<file path="src/include/frame_settings.svh">
`ifndef FRAME_SETTINGS_SVH
`define FRAME_SETTINGS_SVH

// frame geometry
`define FRAME_WIDTH      640                           // pixels per line
`define FRAME_HEIGHT     360                           // lines per frame
`define FRAME_DEPTH      230400                        // width times height entries

// data widths
`define COLOR_BITS       4                             // colour index width
`define BRUSH_SIZE_BITS  3                             // brush size 0 to 7

// stage latencies in clk_25mhz cycles
`define HIT_LATENCY      1                             // brush_hit output register
`define STORE_LATENCY    2                             // memory read then output register
`define PALETTE_LATENCY  1                             // palette output register

// pixel strobe to rgb strobe
`define PIPE_LATENCY     (`HIT_LATENCY + `STORE_LATENCY + `PALETTE_LATENCY)

`endif

</file>
<file path="src/hdl/display_pkg.sv">
`include "frame_settings.svh"

package display_pkg;

    typedef logic [9:0] hcount_t;                          // 0 to 1023, frame uses 0 to 639
    typedef logic [8:0] vcount_t;                          // 0 to 511, frame uses 0 to 359

    // hcount + 640 * vcount
    typedef logic [$clog2(`FRAME_DEPTH)-1:0] frame_addr_t;

    // colour opcodes held in the frame store
    typedef enum logic [`COLOR_BITS-1:0] {
        BLACK   = 0,
        WHITE   = 1,
        RED     = 2,
        GREEN   = 3,
        BLUE    = 4,
        CYAN    = 5,
        MAGENTA = 6,
        YELLOW  = 7,
        GRAY    = 8                                        // 9 to 15 unnamed, shown white
    } color_e;

    typedef logic [7:0] channel_t;                         // one 8-bit colour channel

endpackage

</file>
<file path="src/hdl/brush_pkg.sv">
`include "frame_settings.svh"

package brush_pkg;

    typedef logic [`BRUSH_SIZE_BITS-1:0] brush_size_t;     // switch setting 0 to 7

    // radius is 2*size + 1 so 1 to 15
    typedef logic [4:0] radius_t;

    // dx^2 + dy^2 over the whole frame stays below 2^20
    typedef logic [20:0] dist_sq_t;

endpackage

</file>
<file path="src/hdl/brush_hit.sv">
`timescale 1ns/1ps
`include "frame_settings.svh"

module brush_hit (
    input  logic                     clk_25mhz,
    input  logic                     reset_SD_card,
    input  logic                     pixel_valid,    // one-cycle pixel strobe
    input  logic                     draw,           // paint enable with the strobe
    input  display_pkg::hcount_t     hcount,
    input  display_pkg::vcount_t     vcount,
    input  display_pkg::hcount_t     brush_x,        // brush centre
    input  display_pkg::vcount_t     brush_y,
    input  display_pkg::color_e      brush_color,
    input  brush_pkg::brush_size_t   brush_size,
    output logic                     hit_valid,      // pixel strobe one cycle later
    output logic                     hit,            // paint this pixel
    output display_pkg::frame_addr_t hit_addr,
    output display_pkg::color_e      hit_color
);

    brush_pkg::radius_t       radius;               // 2*size + 1
    brush_pkg::dist_sq_t      radius_sq;
    display_pkg::hcount_t     dx_abs;               // |hcount - brush_x|
    display_pkg::vcount_t     dy_abs;               // |vcount - brush_y|
    brush_pkg::dist_sq_t      dist_sq;
    logic                     in_disk;
    logic                     in_frame;
    display_pkg::frame_addr_t pixel_addr;

    assign radius    = {1'b0, brush_size, 1'b1};
    assign radius_sq = brush_pkg::dist_sq_t'(radius) * brush_pkg::dist_sq_t'(radius);

    // unsigned differences so the squares never see a sign
    assign dx_abs = (hcount >= brush_x) ? hcount - brush_x : brush_x - hcount;
    assign dy_abs = (vcount >= brush_y) ? vcount - brush_y : brush_y - vcount;

    assign dist_sq = brush_pkg::dist_sq_t'(dx_abs) * brush_pkg::dist_sq_t'(dx_abs)
                   + brush_pkg::dist_sq_t'(dy_abs) * brush_pkg::dist_sq_t'(dy_abs);
    assign in_disk = (dist_sq <= radius_sq);         // edge of the circle counts as inside

    assign in_frame = (hcount < display_pkg::hcount_t'(`FRAME_WIDTH))
                   && (vcount < display_pkg::vcount_t'(`FRAME_HEIGHT));

    assign pixel_addr = display_pkg::frame_addr_t'(hcount)
                      + display_pkg::frame_addr_t'(vcount)
                      * display_pkg::frame_addr_t'(`FRAME_WIDTH);

    always_ff @(posedge clk_25mhz) begin
        if (reset_SD_card) begin
            hit_valid <= 1'b0;
            hit       <= 1'b0;
        end else begin
            hit_valid <= pixel_valid && in_frame;    // off-frame pixels vanish here
            hit       <= pixel_valid && in_frame && draw && in_disk;
        end
    end

    always_ff @(posedge clk_25mhz) begin
        if (pixel_valid) begin
            hit_addr  <= pixel_addr;
            hit_color <= brush_color;                // colour captured with the pixel
        end
    end

endmodule

</file>
<file path="config.mk">
export PLATFORM = sky130hd
export DESIGN_NAME = brush_hit
export DESIGN_NICKNAME = d
export VERILOG_FILES = /design/src/hdl/display_pkg.sv /design/src/hdl/brush_pkg.sv /design/src/hdl/brush_hit.sv
export VERILOG_INCLUDE_DIRS = /design/src /design/src/include
export SDC_FILE = /design/constraint.sdc
export NUM_CORES = 1
export LEC_CHECK = 0
export ABC_AREA = 0
export ABC_CLOCK_PERIOD_IN_PS = 10200
export BUFFER_PORTS_ARGS = -buffer_cell sky130_fd_sc_hd__buf_4
export CELL_PAD_IN_SITES_DETAIL_PLACEMENT = 1
export CELL_PAD_IN_SITES_GLOBAL_PLACEMENT = 1
export CORE_MARGIN = 3
export CORE_UTILIZATION = 40
export DETAILED_ROUTE_END_ITERATION = 7
export PLACE_DENSITY = 0.84
export SLEW_MARGIN = 0
export SYNTH_ARGS = -nofsm -noshare
export SYNTH_HDL_FRONTEND = slang
export SYNTH_SLANG_ARGS = --single-unit
export TNS_END_PERCENT = 30
</file>
<file path="constraint.sdc">
create_clock -name clk_25mhz -period 10.2 [get_ports clk_25mhz]
set_input_delay 2.55 -clock clk_25mhz [delete_from_list [all_inputs] [get_ports clk_25mhz]]
set_output_delay 2.55 -clock clk_25mhz [all_outputs]
set_load 0.05 [all_outputs]
</file>
* Yosys cells after proc, flatten, opt, wreduce, memory -nomap -nowiden
Cells that the tools add are included.
** Word-level totals
- Register bits :: 24
- Input bits :: 49
- Output and inout port bits :: 24
- Word-level logic and storage cells :: 25
** Cells by class
- $add $sub $neg :: 6
- Multipliers :: 4
- Magnitude comparators :: 5
- Multiplexer cells :: 2
- Reductions and logical operators :: 4
** Operators by type and width (number)
- adder 20 x 18 -> 21 bit :: 1
- <= comparator 21 x 8 -> 1 bit :: 1
- multiplier 10 x 10 -> 20 bit :: 1
- subtractor 10 bit :: 2
- adder 10 x 18 -> 18 bit :: 1
- multiplier 9 x 9 -> 18 bit :: 1
- subtractor 9 bit :: 2
- multiplier 9 x 3 -> 11 bit (second input constant) :: 1
- >= comparator 10 bit :: 1
- less-than comparator 10 bit (second input constant) :: 1
- two-way mux 10 bit :: 1
- >= comparator 9 bit :: 1
- less-than comparator 9 bit (second input constant) :: 1
- two-way mux 9 bit :: 1
- multiplier 4 x 4 -> 8 bit :: 1
- logical AND 1 bit :: 4

* Depth between registers and ports, before layout
- Word-level depth :: 6
- Gate-level depth with buffers :: 36
- Depth with buffers taken out :: 33

* Worst setup path before layout
OpenSTA, ideal clock, no wires.
- Kind :: input to register
- From :: input port hcount[0]
- To :: register hit
- Arrival :: 9.793 ns
- Data required time :: 10.097 ns
- Slack :: 0.303 ns
- Stages :: 31
- Buffers on the path :: 1
- Cell sequence :: inv_1 > ha_1 > inv_1 > fa_1 > a21o_1 > a21oi_1 > a211o_1 > a21oi_1 > buf_4 > mux2i_1 > xnor2_1 > inv_1 > fa_1 > inv_1 > fa_1 > fa_1 > fa_1 > inv_1 > fa_1 > inv_1 > fa_1 > inv_1 > ha_1 > o21ai_0 > nor2_1 > or4_1 > a31oi_2 > mux2i_1 > a2111oi_2 > o2111ai_1 > a2111oi_2
** On the way
- Cells in the longest elaborated chain, start to end :: 6
- Elaborated cells on any way between the ends :: 12
- Classes of those cells :: add/sub (3); mul (1); order compare (3); mux (1); reduce/logical (4)
** Ends and longest elaborated chain
- from (decl) :: RTL line brush_hit.sv:9 : input display_pkg::hcount_t hcount,
- subtractor 10 bit / >= comparator 10 bit (equally long branches) :: RTL line brush_hit.sv:34 : assign dx_abs = (hcount >= brush_x) ? hcount - brush_x : brush_x - hcount;
- two-way mux 10 bit :: RTL line brush_hit.sv:34
- multiplier 10 x 10 -> 20 bit :: RTL line brush_hit.sv:37 : assign dist_sq = brush_pkg::dist_sq_t'(dx_abs) * brush_pkg::dist_sq_t'(dx_abs)
- adder 20 x 18 -> 21 bit :: RTL line brush_hit.sv:38 : + brush_pkg::dist_sq_t'(dy_abs) * brush_pkg::dist_sq_t'(dy_abs);
- <= comparator 21 x 8 -> 1 bit :: RTL line brush_hit.sv:39 : assign in_disk = (dist_sq <= radius_sq);
- logical AND 1 bit (*) :: RTL line brush_hit.sv:54 : hit <= pixel_valid && in_frame && draw && in_disk;
- to (signal assigned) :: RTL line brush_hit.sv:54
- to (decl) :: RTL line brush_hit.sv:16 : output logic hit,
Every way passes the cells marked *; elsewhere a longest branch is shown, timed or not.
A chain may end at the register's enable or synchronous reset.

* Final worst setup path
Same ends and word-level chain as after synthesis.

==> reports/summary.json <==
{
  "outcome": {"value": "complete, no violations"},
  "global_route.usage.total": {"value": 20.28, "unit": "%"},
  "detailedRoute.firstIterationViolations": {"value": 244},
  "tns": {"value": 0, "unit": "ns"},
  "timing.critical_path.max_delay_family": {"value": "adder cells"},
  "critical_path_arrival": {"value": 10.10, "unit": "ns"},
  "critical-path-top-cell-by-count": {"value": "sky130_fd_sc_hd__fa_1"},
  "worstPathBufferInverterCount": {"value": 10},
  "routed_wire_length_per_instance": {"value": 17.19, "unit": "um"},
  "mostFrequentLayoutCells": {"value": "sky130_fd_sc_hd__inv_1, sky130_fd_sc_hd__ha_1, sky130_fd_sc_hd__buf_4"},
  "setup_violations": {"value": 0},
  "global_route.overflow_total": {"value": 0},
  "drt.antenna.violating_nets": {"value": 0},
  "floorplan.die.height": {"value": 150.2, "unit": "um"},
  "area_growth_syn_to_layout": {"value": 18.70, "unit": "%"},
  "cts_made_buffers": {"value": 3},
  "detailroute.via_count": {"value": 6693},
  "grt_pass1_wl": {"value": 36600, "unit": "um"},
  "met1Wirelength": {"value": 9032, "unit": "um"},
  "synth_nets": {"value": 1249},
  "timing_worst_slew_pin_value": {"value": 0.5186, "unit": "ns"},
  "final_hold_violations": {"value": 0},
  "synth_seq_cells": {"value": 24},
  "finalWeightedCongestion": {"value": 0.9267},
  "distinct_cell_type_count_of_the_synthesized_netlist": {"value": 60},
  "critPathKind": {"value": "input port to register"},
  "firstDrtPassIters": {"value": 4},
  "post_synth.cell_area_avg": {"value": 8.911, "unit": "um2"},
  "layout_commonest_cell": {"value": "sky130_fd_sc_hd__inv_1"},
  "clkSlewWorstSetupHoldPaths": {"value": 0.09, "unit": "ns"},
  "grt_antenna_before_repair": {"value": 0},
  "detail_route.drc_violations": {"value": 0},
  "io_pins": {"value": 73},
  "multiInputGateArea": {"value": 6818, "unit": "um2"},
  "cp_max_fo": {"value": 4},
  "post-dp-hpwl": {"value": 19370, "unit": "um"},
  "min_delay_worst_endpoint": {"value": "hit_color[0]"},
  "drt-total-wl": {"value": 22840, "unit": "um"},
  "highest_layer": {"value": "met4"},
  "placedCellCount": {"value": 1311},
  "fp.dieArea": {"value": 22570, "unit": "um2"},
  "number_of_h_tree_levels": {"value": 1},
  "detailroute.wirelength.met2": {"value": 12210, "unit": "um"},
  "antenna_cells_inserted": {"value": 0},
  "die_x": {"value": 150.2, "unit": "um"},
  "first_global_vias": {"value": 7618},
  "post-synth-top-area-cell": {"value": "sky130_fd_sc_hd__fa_1"},
  "layout.area.seq": {"value": 700.7, "unit": "um2"},
  "num_rows": {"value": 52},
  "mappedNetlistArea": {"value": 8323, "unit": "um2"},
  "netlist_top_cells_area": {"value": "sky130_fd_sc_hd__fa_1, sky130_fd_sc_hd__ha_1, sky130_fd_sc_hd__inv_1"},
  "via_per_inst": {"value": 5.036},
  "dp_slack": {"value": -0.09651, "unit": "ns"},
  "layout_min_cycle_time": {"value": 9.920, "unit": "ns"},
  "final_min_period_over_clock_period": {"value": 97.26, "unit": "%"},
  "instances_no_fill": {"value": 1329},
  "clock_path_buffers": {"value": 2},
  "count_of_flip_flops_with_a_built_in_enable_after_synthesis": {"value": 22},
  "slew_limit_fails": {"value": 0},
  "max_cap_violations": {"value": 0},
  "finish.net_count": {"value": 1375},
  "ys_warnings": {"value": 0},
  "cts_tree": {"value": "done"},
  "timing.critical_path.to_type": {"value": "register"},
  "syn_inst": {"value": 934},
  "initial_utilization": {"value": 40.87, "unit": "%"},
  "quantity_of_i_o_buffers_inserted_on_ports": {"value": 72},
  "detailroute.wirelength.met3": {"value": 908, "unit": "um"},
  "timing.critical_path.slowest_cell_delay": {"value": 0.53, "unit": "ns"},
  "num-fill-cells": {"value": 2391},
  "layout-drive-gt1-share": {"value": 18.51, "unit": "%"},
  "timing.hold.worst.class": {"value": "input port to register"},
  "timing.critical_path.slowest_stage_cell": {"value": "sky130_fd_sc_hd__fa_1"},
  "maxSlewHeadroom": {"value": 64.98, "unit": "%"},
  "synth_flop_cell": {"value": "sky130_fd_sc_hd__edfxtp_1"},
  "cts_hold_buffers": {"value": 0},
  "critPathLaunchType": {"value": "input port"},
  "timing.critical_path.required": {"value": 10.38, "unit": "ns"},
  "setup_ws": {"value": 0.2797, "unit": "ns"},
  "max_freq": {"value": 0.1008, "unit": "GHz"},
  "cts.sinks": {"value": 24},
  "synth-seq-area-share": {"value": 8.419, "unit": "%"},
  "synthDominantCellAreaShare": {"value": 28.62, "unit": "%"},
  "core_area": {"value": 20360, "unit": "um2"},
  "worstHoldPathCells": {"value": 1},
  "min-delay-start": {"value": "brush_color[0]"},
  "async_flop_share": {"value": 0, "unit": "%"},
  "clock-root-buffer": {"value": "sky130_fd_sc_hd__clkbuf_16"},
  "grt_start_max_net_pins": {"value": 24}
}
synth_stat cells, types with 3 or more instances:
| cell type | number |
|---|---|
| sky130_fd_sc_hd__inv_1 | 242 |
| sky130_fd_sc_hd__ha_1 | 147 |
| sky130_fd_sc_hd__fa_1 | 119 |
| sky130_fd_sc_hd__nor2_1 | 94 |
| sky130_fd_sc_hd__o21ai_0 | 41 |
| sky130_fd_sc_hd__a21oi_1 | 37 |
| sky130_fd_sc_hd__xnor2_1 | 27 |
| sky130_fd_sc_hd__edfxtp_1 | 22 |
| sky130_fd_sc_hd__mux2i_1 | 18 |
| sky130_fd_sc_hd__xor2_1 | 18 |
| sky130_fd_sc_hd__nand2_1 | 17 |
| sky130_fd_sc_hd__nand2b_1 | 12 |
| sky130_fd_sc_hd__nor3_1 | 12 |
| sky130_fd_sc_hd__or2_2 | 12 |
| sky130_fd_sc_hd__a21o_1 | 11 |
| sky130_fd_sc_hd__nor2b_1 | 10 |
| sky130_fd_sc_hd__clkbuf_1 | 6 |
| sky130_fd_sc_hd__nand3_1 | 6 |
| sky130_fd_sc_hd__and2_1 | 5 |
| sky130_fd_sc_hd__a211oi_1 | 4 |
| sky130_fd_sc_hd__a31oi_1 | 4 |
| sky130_fd_sc_hd__nand4_1 | 4 |
| sky130_fd_sc_hd__o21bai_1 | 4 |
| sky130_fd_sc_hd__o41ai_1 | 4 |
| sky130_fd_sc_hd__a21boi_0 | 3 |
| sky130_fd_sc_hd__nor3b_1 | 3 |
| sky130_fd_sc_hd__o21a_1 | 3 |
| sky130_fd_sc_hd__or3_1 | 3 |
| sky130_fd_sc_hd__xnor2_2 | 3 |
sequential cells by signal, indices dropped and copies added (netlist names):
name and cells:
hit_color 4, hit_addr 18, hit_valid 1, hit 1
per-layer routing:
layer | vias up | track usage (%)
li1 | 3195 | -
met4 | 0 | 6.038
met5 | - | 0
met2 | 123 | 38.34
met3 | 41 | 2.498
met1 | 3334 | 23.90
cell type report:
cell class,count,area share (%)
tap,270,3.419
sequential,24,7.092
multi-input combinational,655,69.01
inverter,244,9.271
timing repair buffer,132,10.14
clock inverter,1,0.3040
clock buffer,3,0.7599
cells by family after synthesis:
kind of cell             share of synthesized area (%)
flip-flops                                       8.418
adder cells (fa/ha/maj)                          50.72
multiplexers                                     2.435
AND/OR/NAND/NOR                                  10.69
XOR/XNOR                                         6.073
buffers and inverters                            11.64
AO/OA/AOI/OAI                                    10.03
metrics by stage:
stage               utilization [%]  area, um2  hold WS (ns)
floorplan                         -       8323         2.649
global placement              46.62       9494         2.728
detailed placement            46.62       9494         2.730
CTS                           47.14       9599         2.448
global route                  48.51       9879         2.441
finish                        48.51       9879         2.453
how the worst max path moves through the flow:
stage                    from   to  slack (ns)  cells after the start
floorplan           hcount[0]  hit        0.30                     31
global placement    hcount[0]  hit        0.10                     30
detailed placement  hcount[0]  hit        -0.1                     30
CTS                 hcount[0]  hit        0.10                     30
global route        vcount[1]  hit       -0.09                     31
finish              hcount[0]  hit        0.28                     33
repair_timing:
item / in CTS / in global routing
setup endpoints to repair: 0 / 1
setup buffers: 0 / 14
gates resized for setup: 0 / 41
Power is left out: the tool's default activity adds up to more than one toggle a clock period on the data nets, which glitch-free logic cannot reach.
