`src/include/frame_settings.svh`:
```
`ifndef FRAME_SETTINGS_SVH
`define FRAME_SETTINGS_SVH

// frame geometry
`define FRAME_WIDTH      640                           // pixels per line
`define FRAME_HEIGHT     360                           // lines per frame
`define FRAME_DEPTH      230400                        // width times height entries

// data widths
`define COLOR_BITS       4                             // colour index width
`define BRUSH_SIZE_BITS  3                             // brush size 0 to 7

// stage latencies in clk_25mhz cycles
`define HIT_LATENCY      1                             // brush_hit output register
`define STORE_LATENCY    2                             // memory read then output register
`define PALETTE_LATENCY  1                             // palette output register

// pixel strobe to rgb strobe
`define PIPE_LATENCY     (`HIT_LATENCY + `STORE_LATENCY + `PALETTE_LATENCY)

`endif

```
`src/hdl/display_pkg.sv`:
```
`include "frame_settings.svh"

package display_pkg;

    typedef logic [9:0] hcount_t;                          // 0 to 1023, frame uses 0 to 639
    typedef logic [8:0] vcount_t;                          // 0 to 511, frame uses 0 to 359

    // hcount + 640 * vcount
    typedef logic [$clog2(`FRAME_DEPTH)-1:0] frame_addr_t;

    // colour opcodes held in the frame store
    typedef enum logic [`COLOR_BITS-1:0] {
        BLACK   = 0,
        WHITE   = 1,
        RED     = 2,
        GREEN   = 3,
        BLUE    = 4,
        CYAN    = 5,
        MAGENTA = 6,
        YELLOW  = 7,
        GRAY    = 8                                        // 9 to 15 unnamed, shown white
    } color_e;

    typedef logic [7:0] channel_t;                         // one 8-bit colour channel

endpackage

```
`src/hdl/palette_lookup.sv`:
```
`timescale 1ns/1ps

module palette_lookup (
    input  logic                  clk_25mhz,
    input  logic                  reset_SD_card,
    input  logic                  rd_valid,          // colour index strobe
    input  display_pkg::color_e   rd_color,
    output logic                  rgb_valid,
    output display_pkg::channel_t red,
    output display_pkg::channel_t green,
    output display_pkg::channel_t blue
);

    display_pkg::channel_t red_next;
    display_pkg::channel_t green_next;
    display_pkg::channel_t blue_next;

    always_comb begin
        case (rd_color)
            display_pkg::BLACK:   {red_next, green_next, blue_next} = 24'h00_00_00;
            display_pkg::WHITE:   {red_next, green_next, blue_next} = 24'hff_ff_ff;
            display_pkg::RED:     {red_next, green_next, blue_next} = 24'hff_00_00;
            display_pkg::GREEN:   {red_next, green_next, blue_next} = 24'h00_ff_00;
            display_pkg::BLUE:    {red_next, green_next, blue_next} = 24'h00_00_ff;
            display_pkg::CYAN:    {red_next, green_next, blue_next} = 24'h00_ff_ff;
            display_pkg::MAGENTA: {red_next, green_next, blue_next} = 24'hff_00_ff;
            display_pkg::YELLOW:  {red_next, green_next, blue_next} = 24'hff_ff_00;
            display_pkg::GRAY:    {red_next, green_next, blue_next} = 24'h80_80_80;
            default:              {red_next, green_next, blue_next} = 24'hff_ff_ff; // unnamed
        endcase
    end

    always_ff @(posedge clk_25mhz) begin
        if (reset_SD_card) begin
            rgb_valid <= 1'b0;
            red       <= '0;
            green     <= '0;
            blue      <= '0;
        end else begin
            rgb_valid <= rd_valid;
            red       <= rd_valid ? red_next : '0;   // black between strobes
            green     <= rd_valid ? green_next : '0;
            blue      <= rd_valid ? blue_next : '0;
        end
    end

endmodule

```
`config.mk`:
```
export PLATFORM = sky130hd
export DESIGN_NAME = palette_lookup
export DESIGN_NICKNAME = d
export VERILOG_FILES = /design/src/hdl/display_pkg.sv /design/src/hdl/palette_lookup.sv
export VERILOG_INCLUDE_DIRS = /design/src /design/src/include
export SDC_FILE = /design/constraint.sdc
export NUM_CORES = 1
export LEC_CHECK = 0
export CAP_MARGIN = 20
export CORE_AREA = 5 5 42 44
export CTS_BUF_LIST = sky130_fd_sc_hd__clkbuf_16
export DETAILED_ROUTE_END_ITERATION = 6
export DIE_AREA = 0 0 47 49
export DONT_BUFFER_PORTS = 1
export PLACE_DENSITY = 0.4
export SYNTH_ARGS = -nofsm -noshare
export SYNTH_HDL_FRONTEND = slang
export SYNTH_SLANG_ARGS = --single-unit
```
`constraint.sdc`:
```
create_clock -name clk_25mhz -period 1.6 [get_ports clk_25mhz]
set_clock_uncertainty 0.05 [all_clocks]
set_input_delay 0 -clock clk_25mhz [delete_from_list [all_inputs] [get_ports clk_25mhz]]
set_output_delay 0 -clock clk_25mhz [all_outputs]
set_load 0.1 [all_outputs]
```
# Word-level counts from Yosys, hierarchy flattened

Memories as Yosys holds them, arrays and structs flattened. A register that Yosys moved wholly into a read port is not among the register bits.
Index checks and enable logic that the tools add are counted.

Latch bits: 0
Memories: 1
Output and inout bits: 25
Word-level logic and storage cells: 4
Bits in registers: 1
Memory bits (writable): 0
Bits of input ports: 7
Bits in read-only memories: 384

$lt $le $gt $ge: 0
Shift operators: 0
Multiply operators: 0
Bitwise gates (word level): 1
Divide/modulo/power cells: 0
Mux-type cells: 0
Reduce and logical (&&, ||, !) cells: 1
$add $sub $neg: 0
Eq/ne operators: 0

Memories:

| name             | depth | width | rd ports | clocked after memory_dff | wr ports | line                 | source |
|---|---|---|---|---|---|---|---|
| (name not given) | 16    | 24    | 1        | 1                        | 0        | palette_lookup.sv:19 | `case (rd_color)` |

Operators by type and width:

| kind               | count |
|---|---|
| OR reduction 2 bit | 1 |
| inverter 1 bit     | 1 |

# Depth between registers and ports, before layout

Gate-level depths: netlist of the first run.

Depth after elaboration: 2
Mapped depth: 4
Depth with buffers taken out: 4

# Worst setup path after synthesis of the first run

Ideal clock, no wire load.

Path type: register to output
Start: register blue[1]
End: output port blue[1]
Buffers on the path: 1
Arrival time: 1.446 ns
Path slack: 0.104 ns
Cell stages (with the launch flop): 2
Required time: 1.550 ns
Cell sequence: dfxtp_1 > buf_4

RTL lines:

| item                   | line                 | source |
|---|---|---|
| from (decl)            | palette_lookup.sv:11 | `output display_pkg::channel_t blue` |
| from (signal assigned) | palette_lookup.sv:43 | `blue <= rd_valid ? blue_next : '0;` |

No word-level cell between the ends.

==> qor.tcl, run 1 <==
set qor(max-clock-path-buffers) 2
set qor(globalRouteMet1Util_pct) 5.09
set qor(cts-hold-fix-buffers) 5
set qor(synth-seq-area-share_pct) 36.0
set qor(num_vias) 233
set qor(drive_above_1_share_pct) 41.9
set qor(synthToLayoutAreaGrowth_pct) 44.4
set qor(yosys-top-cells-count) {buf_4, dfxtp_1, inv_1, nand2b_1, nor2_1}
set qor(wirelength_um) 677
set qor(vdd.ir_drop.worst_v) 0.000505
set qor(syn-instance-count) 42
set qor(synthesis.area_um2) 389
set qor(capturing_element_type_of_the_critical_path) {flip-flop}
set qor(start_util_pct) 27.8
set qor(number_of_remaining_drc_errors) 0
set qor(dpl.cell_count) 50
set qor(yosysMostFrequentCell) {buf_4}
set qor(fin_nets) 52
set qor(fmax_ghz) 0.805
set qor(finalCritPeriodShare_pct) 77.7
set qor(die_h_um) 49
set qor(hp-class) {input port to flip-flop}
set qor(timing.critical_path.from) {rd_color[0]}
set qor(grt_start_max_net_pins) 8
set qor(post_drt_via_cell_ratio) 3.95
set qor(slew_violations) 0
set qor(number_of_buffers_created_by_cts) 3
set qor(grt.total_usage_pct) 7.83
set qor(globalRouteOverflowTotal) 0
set qor(power_density_nw_per_um2) 1700
set qor(detail_route.iter0.violations) 4
set qor(grt_util_met2_pct) 12.7
set qor(outcome) {finished, violations left}
set qor(clock_tree.root_cell) {clkbuf_16}
set qor(setup_repair_after_global_routing_missed_its_margin) {no}
set qor(synth_top_area_cell) {dfxtp_1}
set qor(finalHoldViolCount) 1
set qor(finish.utilization_pct) 40.1
set qor(die_area_um2) 2300
set qor(gr-max-usage-layer) {met2}
set qor(drt_pass1_iterations) 4
set qor(detailed_place.area_um2) 433
set qor(chipWidth_um) 47
set qor(grt_pass1_vias) 294
set qor(finalInstanceArea_um2) 562
set qor(clkTransAtPathRegs_ns) 0.04
set qor(postSynth.topFlopCell) {dfxtp_1}
set qor(setup.worst_path.class) {input port to flip-flop}
set qor(post_cts_resize_count) 0
set qor(use_met3_pct) 2.95
set qor(yosys_warnings) 0
set qor(required_ns) 1.65
set qor(tritoncts) {built}
set qor(htree_num_levels) 1
set qor(drt-wirelength-per-cell_um) 11.5
set qor(violations) {hold timing}
set qor(finalNonFillerCells) 59
set qor(coreArea_um2) 1400
set qor(totalPowerFinal_mw) 0.953
set qor(final_period_minus_worst_setup_slack_ns) 1.24
set qor(worst_slew_slack_as_a_fraction_of_its_limit_pct) 63.8
set qor(post_cts_buffers) 0
set qor(tritoncts_num_sinks) 7
set qor(worstPathMaxFanout) 3
set qor(number_of_top_level_pins) 32
set qor(leakagePower_nw) 0.265
set qor(num_rows) 14
set qor(critical_path.endpoint) {green[6]}
set qor(setup_viol) 0
set qor(place.gp.congestion) 0.700
set qor(wire_length_of_the_first_global_routing_pass_um) 1160
set qor(synthesis.area_per_instance_um2) 9.26
set qor(drv.max_cap_violation_count) 0
set qor(async_reset_ff_share_pct) 0
set qor(fin_worst_hold_slack_ns) -0.00222
set qor(synthTopCellsByArea) {dfxtp_1, buf_4, a311oi_2}
set qor(ys_ff_latch) 7
set qor(critPathArrivalTime_ns) 1.30
set qor(post_synth_num_cell_types) 14
set qor(place.port_buffers) 0
set qor(critical_path.startpoint_type) {input port}
set qor(antenna_violating_nets_post_route) 0
set qor(grt_antenna_before_repair) 0
set qor(number_of_enable_flip_flop_cells_after_synthesis) 0
set qor(syn-num-nets) 50
set qor(fillcell_total) 146
set qor(final.setup.tns_ns) 0
set qor(synth_largest_type_area_fraction_pct) 36.0
set qor(antenna_cells) 0
set qor(timing_worst_slew_pin_value_ns) 0.547
[per-stage QoR]
stage / hold slack (ns) / setup WS [ns]
global route: 0.00780 / 0.319
CTS: 0.00439 / 0.377
global placement: 0.108 / 0.724
floorplan: 0.0753 / 0.104
detailed placement: 0.113 / 0.725
finish: -0.00222 / 0.357
[layout by cell type (no fill, tap or decap)]
master         n
a311oi_2       1
clkbuf_16      3
buf_4          6
ha_1           1
and3b_2        1
or2b_1         1
a211oi_1       1
dfxtp_4        3
mux2i_1        1
a21oi_1        1
a31oi_1        1
buf_12         1
dlygate4sd3_1  5
dfxtp_1        4
inv_1          5
nor3_1         1
buf_16         3
nand2b_1       2
nor2_1         2
[how the worst min path moves through the flow]
stage	to	slack, ns	from	depth (start not counted)
after floorplan	green[7]	0.08	rd_color[0]	2
after global placement	green[7]	0.11	rd_color[0]	2
after detailed placement	green[7]	0.11	rd_color[0]	2
after CTS	blue[1]	0.004	rd_color[3]	2
after global routing	blue[1]	0.008	rd_color[3]	2
final	red[7]	-0.002	rd_color[1]	2
[sequential cells by signal, summed over array words and instances (netlist names)]
signal / cells
blue: 2
rgb_valid: 1
red: 2
green: 2
[cell families after synthesis]
group           count (synthesis)  share of synthesized area [%]
buf+inv                        22                           38.6
simple gates                    7                           10.9
flops                           7                           36.0
compound gates                  4                           8.68
mux                             1                           2.57
fa+ha+maj                       1                           3.21
[worst max-delay path: stages]
cell and delay (ns):
dlygate4sd3_1 0.57, nor2_1 0.10, dlygate4sd3_1 0.58, nor3_1 0.05
[metal layers]
metal	vias up	wire, um
met5	-	0
met4	0	0
met3	0	69
met2	10	428
met1	105	178
li1	118	-
[power by group]
group          switching (mW)  internal [mW]
clock                  0.0910          0.325
combinational           0.289         0.0569
sequential            0.00839          0.184
[cell type report]
class | instances | area, um2 | share of cell area, %
multi-input cells | 13 | 98.8 | 17.6
clock buffers | 3 | 75.1 | 13.4
flip-flops and latches | 7 | 151 | 26.9
clock inverters | 1 | 3.75 | 0.668
repair buffers | 15 | 198 | 35.2
inverters | 4 | 15.0 | 2.67
well taps | 16 | 20.0 | 3.56
No activity file was read; power rests on OpenSTA's default activity.
==> inputs of run 2 (changes only) <==
--- a/config.mk
+++ b/config.mk
@@ -12,7 +12,7 @@
 export DETAILED_ROUTE_END_ITERATION = 6
 export DIE_AREA = 0 0 47 49
 export DONT_BUFFER_PORTS = 1
-export PLACE_DENSITY = 0.4
+export PLACE_DENSITY = 0.41
 export SYNTH_ARGS = -nofsm -noshare
 export SYNTH_HDL_FRONTEND = slang
 export SYNTH_SLANG_ARGS = --single-unit
==> constraint.sdc (replaced) <==
create_clock -name clk_25mhz -period 1.06 [get_ports clk_25mhz]
set_clock_uncertainty 0.05 [all_clocks]
set_input_delay 0 -clock clk_25mhz [delete_from_list [all_inputs] [get_ports clk_25mhz]]
set_output_delay 0 -clock clk_25mhz [all_outputs]
set_load 0.1 [all_outputs]
==> run 2 against run 1 <==
Against the previous run:
- the flow finishes with violations (setup timing)
- non-clock buffer count is the same
- hold slack improved by 0.0075 ns
- flip-flop and latch count unchanged
- cell count unchanged
- first-iteration DRC count unchanged
- critical path type is now flip-flop to output pin
- critical endpoint is now green[1]
- largest cell class unchanged
==> qor.tcl, run 2 (synthesis gave the netlist of run 1 again) <==
set qor(hold-path-cell-count) 2 ;# unchanged
set qor(leakagePower_nw) 0.265 ;# +0.14%
set qor(finalCritPeriodShare_pct) 102
set qor(start_util_pct) 27.8 ;# unchanged
set qor(worstPathMaxFanout) 5 ;# +2
set qor(coreArea_um2) 1400 ;# unchanged
set qor(fin_nets) 52 ;# unchanged
set qor(setup_repair_after_global_routing_missed_its_margin) {yes}
set qor(grt_pass1_vias) 252 ;# -14%
set qor(number_of_buffers_created_by_cts) 3 ;# unchanged
set qor(seqPwrFrac_pct) 20.3 ;# about the same
set qor(vdd.ir_drop.worst_v) 0.000918 ;# +82%
set qor(slew_violations) 0 ;# unchanged
set qor(globalRouteOverflowTotal) 0 ;# unchanged
set qor(wirelength_um) 597 ;# -12%
set qor(crit_slowest_cell) {buf_16}
set qor(capturing_element_type_of_the_critical_path) {output pin}
set qor(final_period_minus_worst_setup_slack_ns) 1.08
set qor(worst_slew_slack_as_a_fraction_of_its_limit_pct) 73.9 ;# +10 points
set qor(critPathMaxStageDelay_ns) 0.43 ;# -0.15 ns
set qor(number_of_remaining_drc_errors) 0 ;# unchanged
set qor(start_point_of_the_worst_min_delay_path) {rd_color[3]}
set qor(layout_top_registers) {blue x2, green x2, red x2}
set qor(tritoncts) {built}
set qor(num_rows) 14 ;# unchanged
set qor(wire_length_of_the_first_global_routing_pass_um) 1020 ;# -12%
set qor(worstPathCellList) {buf_16}
set qor(clockPowerShare_pct) 43.0 ;# -0.6 points
set qor(setup_viol) 10 ;# +10
set qor(fmax_ghz) 0.923
set qor(tritoncts_num_sinks) 7 ;# unchanged
set qor(drt-wirelength-per-cell_um) 10.1 ;# -12%
set qor(number_of_top_level_pins) 32 ;# unchanged
set qor(drv.max_cap_violation_count) 0 ;# unchanged
set qor(post_drt_via_cell_ratio) 3.95 ;# unchanged
set qor(final_cell_mix) {inv_1, dlygate4sd3_1, dfxtp_1, buf_4}
set qor(detail_route.iter0.violations) 4 ;# unchanged
set qor(hp-class) {input port to flip-flop}
set qor(netSwitchingFraction_pct) 40.2 ;# -0.49 points
set qor(setup.worst_path.class) {flip-flop to output pin}
set qor(antenna_violating_nets_post_route) 0 ;# unchanged
set qor(place.port_buffers) 0 ;# unchanged
set qor(grt_start_max_net_pins) 8 ;# unchanged
set qor(clkTransAtPathRegs_ns) 0.03 ;# about the same
set qor(fin_worst_hold_slack_ns) 0.00528 ;# +0.00750 ns
set qor(die_h_um) 49 ;# unchanged
set qor(switchingPower_mw) 0.575 ;# +48%
set qor(violations) {setup timing}
set qor(critical-path-top-delay-family) {buffers and inverters}
set qor(timing_worst_slew_pin_value_ns) 0.392 ;# -0.155 ns
set qor(clock_tree.root_cell) {clkbuf_16}
set qor(cp.depth) 1 ;# -3
set qor(combPwrFrac_pct) 36.7 ;# +0.5 points
set qor(totalPowerFinal_mw) 1.43 ;# +50%
set qor(num_vias) 233 ;# unchanged
set qor(grt_antenna_before_repair) 0 ;# unchanged
set qor(drt_pass1_iterations) 2 ;# -2
set qor(place.gp.congestion) 0.700 ;# about the same
set qor(synthToLayoutAreaGrowth_pct) 46.3
set qor(layout_setup_ws_ns) -0.0237 ;# -0.381 ns
set qor(htree_num_levels) 1 ;# unchanged
set qor(critPathArrivalTime_ns) 1.03 ;# -0.27 ns
set qor(critPathBufInv) 1 ;# -1
set qor(finalHoldViolCount) 0 ;# -1
set qor(antenna_cells) 0 ;# unchanged
set qor(die_area_um2) 2300 ;# unchanged
set qor(grt.total_usage_pct) 6.57 ;# -1.3 points
set qor(power_density_nw_per_um2) 2510 ;# +48%
set qor(drive_above_1_share_pct) 41.9 ;# unchanged
set qor(outcome) {finished, violations left}
set qor(critical_path.startpoint_type) {flip-flop}
set qor(cellInternalPower_mw) 0.855 ;# +51%
set qor(chipWidth_um) 47 ;# unchanged
set qor(max-clock-path-buffers) 2 ;# unchanged
set qor(required_ns) 1.01 ;# -0.64 ns
set qor(min_delay_worst_endpoint) {blue[1]}
[run 2: cell types whose count changed in the layout (fill, tap and decap cells not counted)]
cell | previous run | this run
buf_4 | 6 | 4
buf_6 | 0 | 2
[run 2: cell type report]
| class | count | area, um2 |
|---|---|---|
| Multi-Input combinational cell | 13 | 98.8 |
| Fill cell | 145 | 832 |
| Tap cell | 16 | 20.0 |
| Timing Repair Buffer | 15 | 205 |
| Sequential cell | 7 | 151 |
| Inverter | 4 | 15.0 |
| Clock inverter | 1 | 3.75 |
| Clock buffer | 3 | 75.1 |
[run 2: power by group through the flow]
stage	Clock (mW)	Sequential, mW	Combinational (mW)
final	0.615	0.291	0.524
after global routing	0.641	0.292	0.537
after CTS	0.625	0.291	0.527
after detailed placement	0	0.294	0.508
after global placement	0	0.294	0.506
after floorplan	0	0.403	0.373
[run 2: timing repair]
| item | 4_1_cts | 5_1_grt |
|---|---|---|
| hold buffers | 5 | 0 |
| endpoints found under the setup margin | 14 | 10 |
| gates resized for setup | 2 | 0 |
| setup buffers | 0 | 0 |
| endpoints found under the hold margin | 7 | 0 |
[run 2: layer usage]
| metal | global-route usage [%] | vias up | part of all wire, % |
|---|---|---|---|
| met5 | 0 | - | 0 |
| met3 | 4.06 | 0 | 9.9 |
| met4 | 6.91 | 0 | 0 |
| li1 | - | 118 | - |
| met1 | 4.66 | 107 | 28 |
| met2 | 10.4 | 8 | 62 |
[run 2: how the worst max path moves through the flow]
stage	start	end	slack, ns
after floorplan	blue[7]	blue[7]	0.10
after global placement	blue[1]	blue[0]	0.18
after detailed placement	blue[1]	blue[1]	0.18
after CTS	blue[1]	blue[4]	-0.03
after global routing	green[6]	green[1]	-0.04
final	green[6]	green[1]	-0.02
[run 2: through the flow]
step	setup WS [ns]	instance area [um2]	TNS, ns	instances	utilization, %
after floorplan	0.101	400	0	42	-
after global placement	0.184	433	0	50	30.9
after detailed placement	0.183	433	0	50	30.9
after CTS	-0.0295	569	-0.291	59	40.6
after global routing	-0.0425	569	-0.411	59	40.6
final	-0.0237	569	-0.232	59	40.6
==> inputs of run 3 (changes only) <==
--- a/config.mk
+++ b/config.mk
@@ -13,6 +13,7 @@
 export DIE_AREA = 0 0 47 49
 export DONT_BUFFER_PORTS = 1
 export PLACE_DENSITY = 0.41
+export REMOVE_ABC_BUFFERS = 1
 export SYNTH_ARGS = -nofsm -noshare
 export SYNTH_HDL_FRONTEND = slang
 export SYNTH_SLANG_ARGS = --single-unit
==> run 3 against run 2 <==
Against the previous run:
- the flow still finishes with violations (setup timing)
- clock-buffer cell count stayed put
- global-route usage up 0.63 points
- critical path depth is the same
- cell count unchanged
- sequential share of layout area unchanged
- die area did not move
- critical path type unchanged
==> qor.tcl, run 3 (synthesis gave the netlist of run 1 again) <==
set qor(outcome) {finished, violations left}
set qor(violations) {setup timing}
set qor(layout_top_registers) {blue x2, green x2, red x2}
set qor(synthToLayoutAreaGrowth_pct) 46.3 ;# unchanged
set qor(grt_start_max_net_pins) 8 ;# unchanged
set qor(post_drt_via_cell_ratio) 4.36 ;# +10%
set qor(timing_worst_slew_pin_value_ns) 0.393 ;# +0.000398 ns
set qor(antenna_violating_nets_post_route) 0 ;# unchanged
set qor(htree_num_levels) 1 ;# unchanged
set qor(finalInstanceArea_um2) 569 ;# unchanged
set qor(switchingPower_mw) 0.582 ;# +1.2%
set qor(final_period_minus_worst_setup_slack_ns) 1.09 ;# +0.00265 ns
set qor(critPathMaxStageDelay_ns) 0.43 ;# about the same
set qor(layout_setup_ws_ns) -0.0264 ;# -0.00265 ns
set qor(power_density_nw_per_um2) 2520 ;# +0.53%
set qor(wirelength_um) 640 ;# +7.2%
set qor(detail_route.iter0.violations) 4 ;# unchanged
set qor(place.port_buffers) 0 ;# unchanged
set qor(number_of_remaining_drc_errors) 0 ;# unchanged
set qor(grt_pass1_vias) 285 ;# +13%
set qor(crit_slowest_cell) {buf_16}
set qor(combPwrFrac_pct) 36.5 ;# -0.2 points
set qor(post_cts_buffers) 0 ;# unchanged
set qor(die_h_um) 49 ;# unchanged
set qor(coreArea_um2) 1400 ;# unchanged
set qor(number_of_buffers_created_by_cts) 3 ;# unchanged
set qor(finish.utilization_pct) 40.6 ;# unchanged
set qor(drive_above_1_share_pct) 41.9 ;# unchanged
set qor(num_rows) 14 ;# unchanged
set qor(antenna_cells) 0 ;# unchanged
set qor(finalNonFillerCells) 59 ;# unchanged
set qor(final_cell_mix) {inv_1, dlygate4sd3_1, dfxtp_1, buf_4}
set qor(vdd.ir_drop.worst_v) 0.000761 ;# -17%
set qor(final.setup.tns_ns) -0.241 ;# -0.00867 ns
set qor(fillcell_total) 149 ;# +2.8%
set qor(slew_violations) 0 ;# unchanged
set qor(capturing_element_type_of_the_critical_path) {output pin}
set qor(cellInternalPower_mw) 0.856 ;# about the same
set qor(totalPowerFinal_mw) 1.44 ;# +0.53%
set qor(worstPathCellList) {buf_16}
set qor(netSwitchingFraction_pct) 40.5 ;# +0.27 points
set qor(setup_viol) 10 ;# unchanged
set qor(place.gp.congestion) 0.737 ;# +5.2%
set qor(critical-path-top-delay-family) {buffers and inverters}
set qor(start_util_pct) 27.8 ;# unchanged
set qor(setup.worst_path.class) {flip-flop to output pin}
set qor(worst_slew_slack_as_a_fraction_of_its_limit_pct) 73.9 ;# about the same
set qor(globalRouteOverflowTotal) 0 ;# unchanged
set qor(clockPowerShare_pct) 43.2 ;# +0.2 points
set qor(wire_length_of_the_first_global_routing_pass_um) 1100 ;# +8.1%
set qor(chipWidth_um) 47 ;# unchanged
set qor(num_vias) 257 ;# +10%
set qor(critPathArrivalTime_ns) 1.04 ;# about the same
set qor(worstPathMaxFanout) 5 ;# unchanged
set qor(clock_tree.root_cell) {clkbuf_16}
set qor(tritoncts_num_sinks) 7 ;# unchanged
set qor(leakagePower_nw) 0.265 ;# unchanged
set qor(drt_pass1_iterations) 2 ;# unchanged
set qor(clkTransAtPathRegs_ns) 0.03 ;# about the same
set qor(fmax_ghz) 0.920 ;# -0.24%
set qor(critPathBufInv) 1 ;# unchanged
set qor(tritoncts) {built}
set qor(detailed_place.area_um2) 433 ;# unchanged
set qor(number_of_top_level_pins) 32 ;# unchanged
set qor(critical_path.startpoint_type) {flip-flop}
set qor(required_ns) 1.01 ;# about the same
set qor(grt.total_usage_pct) 7.20 ;# +0.63 points
set qor(grt_antenna_before_repair) 0 ;# unchanged
set qor(max-clock-path-buffers) 2 ;# unchanged
set qor(drt-wirelength-per-cell_um) 10.8 ;# +7.2%
set qor(seqPwrFrac_pct) 20.2 ;# about the same
set qor(finalCritPeriodShare_pct) 102 ;# +0.25 points
set qor(finalHoldViolCount) 0 ;# unchanged
set qor(dpl.cell_count) 50 ;# unchanged
set qor(fin_nets) 52 ;# unchanged
set qor(hp-class) {input port to flip-flop}
set qor(setup_repair_after_global_routing_missed_its_margin) {yes}
set qor(die_area_um2) 2300 ;# unchanged
set qor(drv.max_cap_violation_count) 0 ;# unchanged
## run 3: layout make-up
class	instances	area, um2	area share [%]
multi-input cells	13	98.8	17.4
clock inverters	1	3.75	0.659
inverters	4	15.0	2.64
clock buffers	3	75.1	13.2
flip-flops and latches	7	151	26.6
well taps	16	20.0	3.52
repair buffers	15	205	36.0
## run 3: worst paths after layout
| path | cells past startpoint | endpoint | from |
|---|---|---|---|
| min | 2 | blue[1] | rd_color[3] |
| max | 1 | blue[5] | blue[1] |
## run 3: layer usage
metal / global-route usage [%] / part of all wire (%) / vias to the layer above / routed length, um
met5: 0 / 0 / - / 0
met4: 10.1 / 6.6 / 0 / 42
met3: 2.95 / 17 / 4 / 107
met2: 11.3 / 50 / 25 / 322
met1: 4.87 / 26 / 108 / 167
li1: - / - / 120 / -
## run 3: metrics by stage
step	setup slack, ns	hold slack, ns
floorplan	-3.76	0.0753
global placement	0.189	0.0948
detailed placement	0.185	0.102
CTS	-0.0340	0.0103
global route	-0.0460	0.0142
finish	-0.0264	0.0126
## run 3: power groups by stage
stage	clock [mW]	sequential, mW	combinational, mW
6_report	0.622	0.291	0.525
2_1_floorplan	0	0.692	0.0284
3_5_place_dp	0	0.295	0.507
4_1_cts	0.632	0.292	0.527
3_3_place_gp	0	0.294	0.506
5_1_grt	0.657	0.293	0.541
## run 3: what timing repair did
action                     CTS  global route
pin swaps                    0             0
setup endpoints to repair   14            10
hold buffers                 5             0
gates resized for setup      2             0
hold endpoints to repair     7             0
